--- src/hw/lsu_pkg.sv ---
`default_nettype none

package lsu_pkg;

    // data word, byte address and one strobe bit per byte lane
    typedef logic [31:0] word_t;
    typedef logic [31:0] addr_t;
    typedef logic [3:0]  strb_t;

    // memory operation as seen by the load/store unit
    typedef enum logic [3:0] {
        MEM_NONE = 4'd0,
        MEM_LB   = 4'd1,
        MEM_LBU  = 4'd2,
        MEM_LH   = 4'd3,
        MEM_LHU  = 4'd4,
        MEM_LW   = 4'd5,
        MEM_SB   = 4'd6,
        MEM_SH   = 4'd7,
        MEM_SW   = 4'd8,
        MEM_LR_W = 4'd9,
        MEM_SC_W = 4'd10,
        MEM_AMO  = 4'd11
    } mem_op_e;

    // read-modify-write function, only meaningful with MEM_AMO
    typedef enum logic [3:0] {
        AMO_SWAP = 4'd0,
        AMO_ADD  = 4'd1,
        AMO_XOR  = 4'd2,
        AMO_AND  = 4'd3,
        AMO_OR   = 4'd4,
        AMO_MIN  = 4'd5,
        AMO_MAX  = 4'd6,
        AMO_MINU = 4'd7,
        AMO_MAXU = 4'd8
    } amo_op_e;

    typedef enum logic [1:0] {
        SIZE_BYTE = 2'd0,
        SIZE_HALF = 2'd1,
        SIZE_WORD = 2'd2
    } acc_size_e;

    // access sequencer
    typedef enum logic [2:0] {
        ST_IDLE  = 3'd0,
        ST_READ  = 3'd1,
        ST_CALC  = 3'd2,
        ST_WRITE = 3'd3,
        ST_DONE  = 3'd4
    } acc_state_e;

    // incoming request, 72 bits
    typedef struct packed {
        mem_op_e mem_op;
        amo_op_e amo_op;
        addr_t   addr;
        word_t   wdata;
    } lsu_req_t;

    // request plus decoded attributes, 85 bits
    typedef struct packed {
        lsu_req_t  req;
        acc_size_e size;
        logic      is_signed;
        logic      is_load;
        logic      is_store;
        logic      is_lr;
        logic      is_sc;
        logic      is_amo;
        // already shifted to the byte offset
        strb_t     strb;
        logic      misalign;
    } lsu_dec_t;

    // data memory port, word aligned, 69 bits
    typedef struct packed {
        addr_t addr;
        logic  we;
        strb_t strb;
        word_t wdata;
    } mem_req_t;

    // sc.w and amo report as stores
    typedef struct packed {
        logic load_misalign;
        logic store_misalign;
    } lsu_trap_t;

    typedef struct packed {
        word_t     rdata;
        lsu_trap_t trap;
    } lsu_resp_t;

endpackage

`default_nettype wire

--- src/hw/lsu_decode.sv ---
`timescale 1ns/1ns
`default_nettype none

module lsu_decode (
    input  lsu_pkg::lsu_req_t req_i,
    output lsu_pkg::lsu_dec_t dec_o
);
    import lsu_pkg::*;

    strb_t      base_strb;
    logic [1:0] offset;
    logic       is_atomic;
    logic       is_access;

    // byte offset inside the word
    assign offset = req_i.addr[1:0];

    always_comb begin
        dec_o      = '0;
        dec_o.req  = req_i;
        // atomics and unknown codes default to word size
        dec_o.size = SIZE_WORD;

        // classify kind, size and sign
        case (req_i.mem_op)
            MEM_LB: begin
                dec_o.size      = SIZE_BYTE;
                dec_o.is_signed = 1'b1;
                dec_o.is_load   = 1'b1;
            end
            MEM_LBU: begin
                dec_o.size    = SIZE_BYTE;
                dec_o.is_load = 1'b1;
            end
            MEM_LH: begin
                dec_o.size      = SIZE_HALF;
                dec_o.is_signed = 1'b1;
                dec_o.is_load   = 1'b1;
            end
            MEM_LHU: begin
                dec_o.size    = SIZE_HALF;
                dec_o.is_load = 1'b1;
            end
            MEM_LW:   dec_o.is_load = 1'b1;
            MEM_SB: begin
                dec_o.size     = SIZE_BYTE;
                dec_o.is_store = 1'b1;
            end
            MEM_SH: begin
                dec_o.size     = SIZE_HALF;
                dec_o.is_store = 1'b1;
            end
            MEM_SW:   dec_o.is_store = 1'b1;
            MEM_LR_W: dec_o.is_lr = 1'b1;
            MEM_SC_W: dec_o.is_sc = 1'b1;
            MEM_AMO:  dec_o.is_amo = 1'b1;
            default:  dec_o.size = SIZE_WORD;
        endcase

        // unshifted lane mask from the size
        case (dec_o.size)
            SIZE_BYTE: base_strb = 4'b0001;
            SIZE_HALF: base_strb = 4'b0011;
            default:   base_strb = 4'b1111;
        endcase
        dec_o.strb = base_strb << offset;

        is_atomic = dec_o.is_lr | dec_o.is_sc | dec_o.is_amo;
        is_access = dec_o.is_load | dec_o.is_store | is_atomic;

        // natural alignment
        // atomics decode as word size and so must sit on a word boundary
        dec_o.misalign = is_access &
                         (((dec_o.size == SIZE_HALF) & offset[0]) |
                          ((dec_o.size == SIZE_WORD) & (offset != 2'b00)));
    end

endmodule

`default_nettype wire

--- src/hw/amo_alu.sv ---
`timescale 1ns/1ns
`default_nettype none

module amo_alu (
    input  lsu_pkg::amo_op_e amo_op_i,
    input  lsu_pkg::word_t   old_i,
    input  lsu_pkg::word_t   operand_i,
    output lsu_pkg::word_t   new_o
);
    import lsu_pkg::*;

    logic  lt_signed;
    logic  lt_unsigned;
    word_t sum;

    // two's-complement and plain magnitude compare of old against operand
    assign lt_signed   = $signed(old_i) < $signed(operand_i);
    assign lt_unsigned = old_i < operand_i;

    // add wraps modulo 2^32
    assign sum = old_i + operand_i;

    always_comb begin
        case (amo_op_i)
            AMO_SWAP: new_o = operand_i;
            AMO_ADD:  new_o = sum;
            AMO_XOR:  new_o = old_i ^ operand_i;
            AMO_AND:  new_o = old_i & operand_i;
            AMO_OR:   new_o = old_i | operand_i;
            // keep the smaller value
            AMO_MIN:  new_o = lt_signed ? old_i : operand_i;
            // keep the larger value
            AMO_MAX:  new_o = lt_signed ? operand_i : old_i;
            AMO_MINU: new_o = lt_unsigned ? old_i : operand_i;
            AMO_MAXU: new_o = lt_unsigned ? operand_i : old_i;
            // unlisted codes fall back to swap
            default:  new_o = operand_i;
        endcase
    end

endmodule

`default_nettype wire

--- src/hw/lsu_access_fsm.sv ---
`timescale 1ns/1ns
`default_nettype none

module lsu_access_fsm (
    input  logic              clk,
    input  logic              rst,
    input  logic              req_valid_i,
    input  lsu_pkg::lsu_dec_t dec_i,
    output logic              mem_valid_o,
    output lsu_pkg::mem_req_t mem_req_o,
    input  logic              mem_ready_i,
    input  lsu_pkg::word_t    mem_rdata_i,
    output logic              busy_o,
    output logic              fin_o,
    output lsu_pkg::lsu_dec_t fin_dec_o,
    output lsu_pkg::word_t    raw_o,
    output logic              sc_fail_o
);
    import lsu_pkg::*;

    acc_state_e  state_q;
    acc_state_e  first_state;
    lsu_dec_t    dec_q;
    word_t       raw_q;
    word_t       lane_wdata;
    word_t       amo_new;
    logic        accept;
    logic        sc_hit;
    logic        sc_fail_q;
    logic        fin_q;
    logic        resv_valid_q;
    logic [29:0] resv_addr_q;

    assign accept = (state_q == ST_IDLE) & req_valid_i;

    // reservation is kept per word
    assign sc_hit = resv_valid_q & (resv_addr_q == dec_i.req.addr[31:2]);

    // store data moved up to its byte lanes
    assign lane_wdata = dec_i.req.wdata << {dec_i.req.addr[1:0], 3'b000};

    // first step after acceptance
    always_comb begin
        if (dec_i.misalign) begin
            first_state = ST_DONE;
        end else if (dec_i.is_load | dec_i.is_lr | dec_i.is_amo) begin
            first_state = ST_READ;
        end else if (dec_i.is_store | (dec_i.is_sc & sc_hit)) begin
            first_state = ST_WRITE;
        end else begin
            // failed sc.w and no-op skip the memory
            first_state = ST_DONE;
        end
    end

    amo_alu u_amo_alu (
        .amo_op_i  (dec_q.req.amo_op),
        .old_i     (raw_q),
        .operand_i (dec_q.req.wdata),
        .new_o     (amo_new)
    );

    // control state
    always_ff @(posedge clk or posedge rst) begin
        if (rst) begin
            state_q      <= ST_IDLE;
            mem_valid_o  <= 1'b0;
            busy_o       <= 1'b0;
            fin_q        <= 1'b0;
            resv_valid_q <= 1'b0;
        end else begin
            // fin_q lines up with the response strobe
            fin_q <= (state_q == ST_DONE);
            if (fin_q) begin
                busy_o <= 1'b0;
            end
            case (state_q)
                ST_IDLE: begin
                    if (req_valid_i) begin
                        state_q     <= first_state;
                        mem_valid_o <= (first_state != ST_DONE);
                        busy_o      <= 1'b1;
                        // lr sets, any store-like access drops it
                        if (dec_i.is_lr & ~dec_i.misalign) begin
                            resv_valid_q <= 1'b1;
                        end else if (dec_i.is_sc | dec_i.is_store | dec_i.is_amo) begin
                            resv_valid_q <= 1'b0;
                        end
                    end
                end
                ST_READ: begin
                    // hold the port until the memory answers
                    if (mem_ready_i) begin
                        mem_valid_o <= 1'b0;
                        state_q     <= dec_q.is_amo ? ST_CALC : ST_DONE;
                    end
                end
                ST_CALC: begin
                    mem_valid_o <= 1'b1;
                    state_q     <= ST_WRITE;
                end
                ST_WRITE: begin
                    if (mem_ready_i) begin
                        mem_valid_o <= 1'b0;
                        state_q     <= ST_DONE;
                    end
                end
                ST_DONE:  state_q <= ST_IDLE;
                default:  state_q <= ST_IDLE;
            endcase
        end
    end

    // request payload, read data and reserved word
    always_ff @(posedge clk) begin
        if (accept) begin
            dec_q           <= dec_i;
            sc_fail_q       <= dec_i.is_sc & ~sc_hit;
            mem_req_o.addr  <= {dec_i.req.addr[31:2], 2'b00};
            mem_req_o.we    <= (first_state == ST_WRITE);
            mem_req_o.strb  <= dec_i.strb;
            mem_req_o.wdata <= (first_state == ST_WRITE) ? lane_wdata : '0;
            if (dec_i.is_lr) begin
                resv_addr_q <= dec_i.req.addr[31:2];
            end
        end
        if ((state_q == ST_READ) & mem_ready_i) begin
            raw_q <= mem_rdata_i;
        end
        // amo write-back reuses the address and full strobe
        if (state_q == ST_CALC) begin
            mem_req_o.we    <= 1'b1;
            mem_req_o.wdata <= amo_new;
        end
    end

    assign fin_o     = (state_q == ST_DONE);
    assign fin_dec_o = dec_q;
    assign raw_o     = raw_q;
    assign sc_fail_o = sc_fail_q;

endmodule

`default_nettype wire

--- src/hw/load_align.sv ---
`timescale 1ns/1ns
`default_nettype none

module load_align (
    input  logic               clk,
    input  logic               rst,
    input  logic               fin_i,
    input  lsu_pkg::lsu_dec_t  dec_i,
    input  lsu_pkg::word_t     raw_i,
    input  logic               sc_fail_i,
    output logic               resp_valid_o,
    output lsu_pkg::lsu_resp_t resp_o
);
    import lsu_pkg::*;

    word_t     lane;
    word_t     rdata;
    lsu_trap_t trap;

    // addressed byte or half moved down to bit 0
    assign lane = raw_i >> {dec_i.req.addr[1:0], 3'b000};

    always_comb begin
        trap.load_misalign  = dec_i.misalign & (dec_i.is_load | dec_i.is_lr);
        trap.store_misalign = dec_i.misalign &
                              (dec_i.is_store | dec_i.is_sc | dec_i.is_amo);
        rdata = '0;
        if (dec_i.misalign) begin
            rdata = '0;
        end else if (dec_i.is_load) begin
            // sign or zero fill above the lane
            case (dec_i.size)
                SIZE_BYTE: rdata = {{24{dec_i.is_signed & lane[7]}}, lane[7:0]};
                SIZE_HALF: rdata = {{16{dec_i.is_signed & lane[15]}}, lane[15:0]};
                default:   rdata = lane;
            endcase
        end else if (dec_i.is_lr | dec_i.is_amo) begin
            // old memory value
            rdata = raw_i;
        end else if (dec_i.is_sc) begin
            // 0 on success, 1 on failure
            rdata = {31'b0, sc_fail_i};
        end
    end

    always_ff @(posedge clk or posedge rst) begin
        if (rst) begin
            resp_valid_o <= 1'b0;
        end else begin
            resp_valid_o <= fin_i;
        end
    end

    always_ff @(posedge clk) begin
        if (fin_i) begin
            resp_o.rdata <= rdata;
            resp_o.trap  <= trap;
        end
    end

endmodule

`default_nettype wire

--- src/hw/lsu_top.sv ---
`timescale 1ns/1ns
`default_nettype none

module lsu_top (
    input  logic               clk,
    input  logic               rst,
    // request side
    input  logic               req_valid_i,
    input  lsu_pkg::lsu_req_t  req_i,
    output logic               busy_o,
    // response side
    output logic               resp_valid_o,
    output lsu_pkg::lsu_resp_t resp_o,
    // data memory port
    output logic               mem_valid_o,
    output lsu_pkg::mem_req_t  mem_req_o,
    input  logic               mem_ready_i,
    input  lsu_pkg::word_t     mem_rdata_i
);
    import lsu_pkg::*;

    lsu_dec_t dec;
    lsu_dec_t fin_dec;
    word_t    raw;
    logic     fin;
    logic     sc_fail;

    // decode, combinational
    lsu_decode u_decode (
        .req_i (req_i),
        .dec_o (dec)
    );

    // execute, owns the memory port and the reservation
    lsu_access_fsm u_access_fsm (
        .clk         (clk),
        .rst         (rst),
        .req_valid_i (req_valid_i),
        .dec_i       (dec),
        .mem_valid_o (mem_valid_o),
        .mem_req_o   (mem_req_o),
        .mem_ready_i (mem_ready_i),
        .mem_rdata_i (mem_rdata_i),
        .busy_o      (busy_o),
        .fin_o       (fin),
        .fin_dec_o   (fin_dec),
        .raw_o       (raw),
        .sc_fail_o   (sc_fail)
    );

    // result, one cycle after finish
    load_align u_load_align (
        .clk          (clk),
        .rst          (rst),
        .fin_i        (fin),
        .dec_i        (fin_dec),
        .raw_i        (raw),
        .sc_fail_i    (sc_fail),
        .resp_valid_o (resp_valid_o),
        .resp_o       (resp_o)
    );

endmodule

`default_nettype wire

--- config.mk ---
export PLATFORM = sky130hd
export DESIGN_NAME = lsu_top
export DESIGN_NICKNAME = d
export VERILOG_FILES = /design/src/hw/lsu_pkg.sv /design/src/hw/lsu_decode.sv /design/src/hw/amo_alu.sv /design/src/hw/lsu_access_fsm.sv /design/src/hw/load_align.sv /design/src/hw/lsu_top.sv
export SDC_FILE = /design/constraint.sdc
export NUM_CORES = 1
export LEC_CHECK = 0
export ABC_AREA = 1
export BUFFER_PORTS_ARGS = -buffer_cell sky130_fd_sc_hd__buf_2
export CORE_UTILIZATION = 30
export DETAILED_ROUTE_END_ITERATION = 7
export PLACE_DENSITY = 0.58
export RECOVER_POWER = 25
export SETUP_SLACK_MARGIN = 0.05
export SYNTH_ARGS = -nofsm -noshare
export SYNTH_HDL_FRONTEND = slang
export SYNTH_HIERARCHICAL = 1
export SYNTH_SLANG_ARGS = --single-unit
--- constraint.sdc ---
create_clock -name clk -period 4.1 [get_ports clk]
set_clock_uncertainty 0.15 [all_clocks]
set_input_delay 0.205 -clock clk [delete_from_list [all_inputs] [get_ports clk]]
set_output_delay 0.205 -clock clk [all_outputs]
set_load 0.02 [all_outputs]
## After elaboration in Yosys (flattened, before gate mapping)

Cells that the tools add are included.

| operators by class | value |
|---|---|
| bitwise logic cells | 32 |
| reductions and logical operators | 17 |
| add/sub/neg operators | 1 |
| muxes and demuxes | 36 |
| order comparisons | 2 |
| equal/unequal tests | 33 |
| shift-type cells | 3 |

Operator list:

| kind | count |
|---|---|
| 32-bit two-way mux | 9 |
| 32-bit one-hot mux with 8 select lines | 1 |
| 32-bit < comparator | 2 |
| 32-bit one-hot mux with 2 select lines | 1 |
| 32-bit adder | 1 |
| 32-bit bitwise AND | 1 |
| 4-bit by 3-bit equality test with 1-bit output, second input constant | 8 |
| 32-bit bitwise OR | 1 |
| 32-bit by 5-bit << shifter with 32-bit output | 1 |
| 32-bit by 5-bit >> shifter with 32-bit output | 1 |
| 32-bit bitwise XOR | 1 |
| 30-bit equality test | 1 |
| 3-bit two-way mux | 7 |
| 4-bit equality test, second input constant | 5 |
| 4-bit by 2-bit equality test with 1-bit output, second input constant | 4 |
| 1-bit two-way mux | 14 |
| 1-bit bitwise OR | 14 |
| 1-bit bitwise AND | 13 |
| 3-bit one-hot mux with 4 select lines | 1 |
| 3-bit by 2-bit equality test with 1-bit output, second input constant | 3 |
| 3-bit AND reduction | 3 |
| 3-bit OR reduction | 3 |
| 4-bit by 1-bit equality test with 1-bit output, second input constant | 2 |
| 4-bit one-hot mux with 2 select lines | 1 |
| 18 further kinds | 26 |

| word-level totals | value |
|---|---|
| flip-flop bits (word level) | 218 |
| logic and storage cells | 150 |
| output and inout bits | 106 |
| input bits | 108 |

## Longest topological paths before layout

| depth | value |
|---|---|
| word-level depth | 12 |
| depth in mapped cells | 22 |
| gate-level depth less buffers | 21 |

## Cells and area by module

The synthesis kept the hierarchy.

By module, submodules not included:

| module | instances | sequential area each (um^2) | cells an instance | area each (um^2) |
|---|---|---|---|---|
| lsu_access_fsm | 1 | 5600.4 | 639 | 7722.4 |
| amo_alu | 1 | 0.0 | 1230 | 6274.8 |
| load_align | 1 | 1046.0 | 356 | 2715.1 |
| lsu_decode | 1 | 0.0 | 115 | 737.0 |

## Least setup slack after synthesis

Ideal clock, no wire load.

| timing path | value |
|---|---|
| path type | register to register |
| start point | register u_access_fsm.state_q[0] |
| end point | register u_load_align/resp_o[0] (netlist name) |
| setup slack | 0.599 ns |
| path buffers | 0 |
| period minus slack after synthesis | 3.501 ns |
| required time | 3.479 ns |
| setup time | 0.471 ns |
| stages on the path, launching flop included | 2 |
| arrival time | 2.880 ns |
| cell sequence | dfrtp_1 > nor3_1 |

| between the ends | value |
|---|---|
| longest elaborated chain between the ends | 1 |

Ends and longest elaborated chain:

| what | line | text |
|---|---|---|
| start, declared | lsu_access_fsm.sv:21 | `acc_state_e state_q;` |
| start signal, assigned | lsu_access_fsm.sv:80 | `state_q <= first_state;` |
| start signal, assigned | lsu_access_fsm.sv:95 | `state_q <= dec_q.is_amo ? ST_CALC : ST_DONE;` |
| 3-bit equality test | lsu_access_fsm.sv:137 | `assign fin_o = (state_q == ST_DONE);` |
| named net fin | lsu_top.sv:25 | `logic fin;` |

The timed path passes the listed nets, and every way through them passes these cells.
A chain may end at the register's enable or synchronous reset.

## Final worst setup path

| timing path | value |
|---|---|
| start point | register u_access_fsm.raw_q[5], in the netlist u_access_fsm/raw_o[5] |
| end point | register u_access_fsm/mem_req_o[31] (netlist name) |

| between the ends | value |
|---|---|
| longest elaborated chain between the ends | 4 |
| elaborated cells between the ends (all ways) | 9 |
| those cells by class | add/sub (1); order compare (2); mux (6) |

Ends and longest elaborated chain:

| what | line | text |
|---|---|---|
| start, declared | lsu_access_fsm.sv:24 | `word_t raw_q;` |
| start signal, assigned | lsu_access_fsm.sv:128 | `raw_q <= mem_rdata_i;` |
| 32-bit < comparator (on tied branches) | amo_alu.sv:18, amo_alu.sv:17 |  |
| 32-bit two-way mux (on tied branches) | -- |  |
| 32-bit one-hot mux with 8 select lines * | amo_alu.sv:24 | `case (amo_op_i)` |
| named net u_access_fsm.amo_new[31] | lsu_access_fsm.sv:26 | `word_t amo_new;` |
| 32-bit two-way mux * | lsu_access_fsm.sv:131 | `if (state_q == ST_CALC) begin` |

The timed path passes the listed nets; every way through them passes the cells marked *.

==> results.json <==
{
  "fin_crit_ps": 3790,
  "detail-route-antenna-nets": 0,
  "critPathRequiredTime_ps": 4270,
  "cts_tree": "yes",
  "start_util_pct": 30.5,
  "grt_pass1_vias": 16400,
  "routed_wirelength_mm": 66.7,
  "synth_area_um2": 17300,
  "drc_errors": 0,
  "die_x_um": 242,
  "final_layout_size_suffix_gt1_share_pct": 13.1,
  "path_clk_slew_ps": 60,
  "cts_resized": 0,
  "die_h_um": 242,
  "maxSlewViolCount": 39,
  "rows": 87,
  "track_usage_pct": 21.9,
  "cts_inserted_buffers": 26,
  "power_frac_comb_pct": 47.6,
  "hold_buffers": 111,
  "p_int_w": 0.00630,
  "worst_skew_pair.late_latency_ps": 590,
  "clock.fmax_ghz": 0.264,
  "setup_viol": 0,
  "rr_startpoint": "u_access_fsm/raw_o[5]$_DFFE_PP_",
  "firstDrtPassIters": 7,
  "p_leak_nw": 9.57,
  "viasPerCell": 5.06,
  "core_um2": 56700,
  "p_per_area_nw_per_um2": 554,
  "grt_pass1_wl_mm": 98.1,
  "power.switching_w": 0.00513,
  "clockBufferDepth": 3,
  "cp-start-kind": "flop",
  "worst_hold_path_type": "in -> reg",
  "area_growth_pct": 19.2,
  "path_class": "reg -> reg",
  "ir_drop_mv": 0.389,
  "yosysWarningCount": 6,
  "critPathArrivalTime_ps": 3970,
  "rsz0062_at_grt": "no",
  "final_util_pct": 36.4,
  "vias": 16900,
  "h-tree-depth": 1,
  "setup_tns_ps": 0,
  "cts.sinks": 219,
  "synth_area_per_cell_um2": 7.42,
  "grt_max_degree": 54,
  "hold_viol": 0,
  "sw_frac_of_total_pct": 44.8,
  "fin_total_pwr_w": 0.0114,
  "tightest_slew_ps": 1750,
  "holdCritStartpoint": "mem_rdata_i[3]",
  "antenna_found_initial": 0,
  "die_area_um2": 58600,
  "violations": "max-capacitance violations, max-slew violations",
  "synthCells": 2332,
  "first_iter_violations": 1644,
  "crit_path_end_kind": "flop",
  "maxCapViolations": 1,
  "period_share_pct": 92.5,
  "gp_congestion": 0.946,
  "status": "finished with violations",
  "final_nets": 2774,
  "worstSetupStartpoint": "u_access_fsm/raw_o[5]$_DFFE_PP_",
  "path_max_fanout": 8,
  "numPortBuffers": 211,
  "clock-root-buffer": "clkbuf_16",
  "pwr-share-clk_pct": 21.8,
  "io_pins": 214,
  "post_drt_wl_per_cell_um": 19.9,
  "cts_setup_buffers": 0,
  "relSlewSlack_pct": -16.8,
  "placed_cells": 3186,
  "power_frac_seq_pct": 30.6,
  "dpl.hpwl_mm": 51.0,
  "grt_overflow_total": 0,
  "instances_no_fill": 3344,
  "num_antenna_cells": 0
}
==> stage by stage <==
stage	hold WS, ps	area, µm²	setup slack (ps)
global placement	-99.4	18700	399
global route	163	20600	136
detailed placement	-88.6	18700	445
CTS	115	20700	410
floorplan	-216	17300	599
finish	178	20600	308
==> layout make-up <==
class                   instances  area, µm²
clock buffers                  28        658
clock inverters                19        254
fillers                      5962      36100
inverters                     289       1090
multi-input cells            1634       8420
flip-flops and latches        219       6530
well taps                     756        946
repair buffers                399       2730
==> path summary, 6_finish.rpt <==
path,endpoint,depth (start not counted),slack [ps]
worst max-delay path,u_access_fsm/mem_req_o[31]$_DFFE_PP_,15,310
worst min-delay path,u_access_fsm/raw_o[3]$_DFFE_PP_,2,180
worst max register to register,u_access_fsm/mem_req_o[31]$_DFFE_PP_,15,310
worst min register to register,u_access_fsm/busy_o$_DFF_PP0_,1,270
max in group asynchronous,u_access_fsm/state_q[1]$_DFFE_PP0P_,4,3080
min in group asynchronous,u_load_align/resp_valid_o$_DFF_PP0_,4,420
==> sequential cells by signal (all words and copies together) (netlist names), 3 cells and up <==
| name | count |
|---|---|
| u_access_fsm/raw_o | 32 |
| u_access_fsm/resv_addr_q | 30 |
| u_load_align/resp_o | 34 |
| u_access_fsm/state_q | 3 |
| u_access_fsm/fin_dec_o | 81 |
| u_access_fsm/mem_req_o | 33 |
==> layout by cell type (no fill, tap or decap), types with 28 or more instances in the layout <==
cell,count
inv_1,274
nand2_1,665
nand3_1,233
buf_2,140
dlygate4sd3_1,111
o22ai_1,28
clkbuf_1,74
ha_1,96
edfxtp_1,210
nand3_2,28
o21ai_0,99
buf_4,69
nor2_1,188
a21oi_1,141
==> worst max-delay path: stages, from the launching register on <==
cell and delay, ps:
edfxtp_1 520, inv_1 130, ha_1 480, nand2_1 140
o21ai_0 300, a21oi_1 160, o21ai_0 660, nand2_1 260
nand2_1 120, nand2_1 50, nand3_1 60, o21ai_0 120
nor2_1 150, nand3_1 90, nand2_1 70, nand2_1 50
==> per-layer routing <==
| layer | GRT usage, % | routed length [µm] |
|---|---|---|
| met5 | 0 | 0 |
| met4 | 10.3 | 3290 |
| met3 | 3.66 | 4410 |
| met2 | 36.1 | 31100 |
| met1 | 27.9 | 27900 |
==> power by group through the flow <==
stage	Clock (W)	Combinational, W	Sequential [W]
global placement	0	0.00527	0.00354
global route	0.00265	0.00592	0.00355
CTS	0.00257	0.00539	0.00351
finish	0.00249	0.00544	0.00349
detailed placement	0	0.00528	0.00355
floorplan	0	0.00330	0.00377
(Power assumes the default switching activity.)
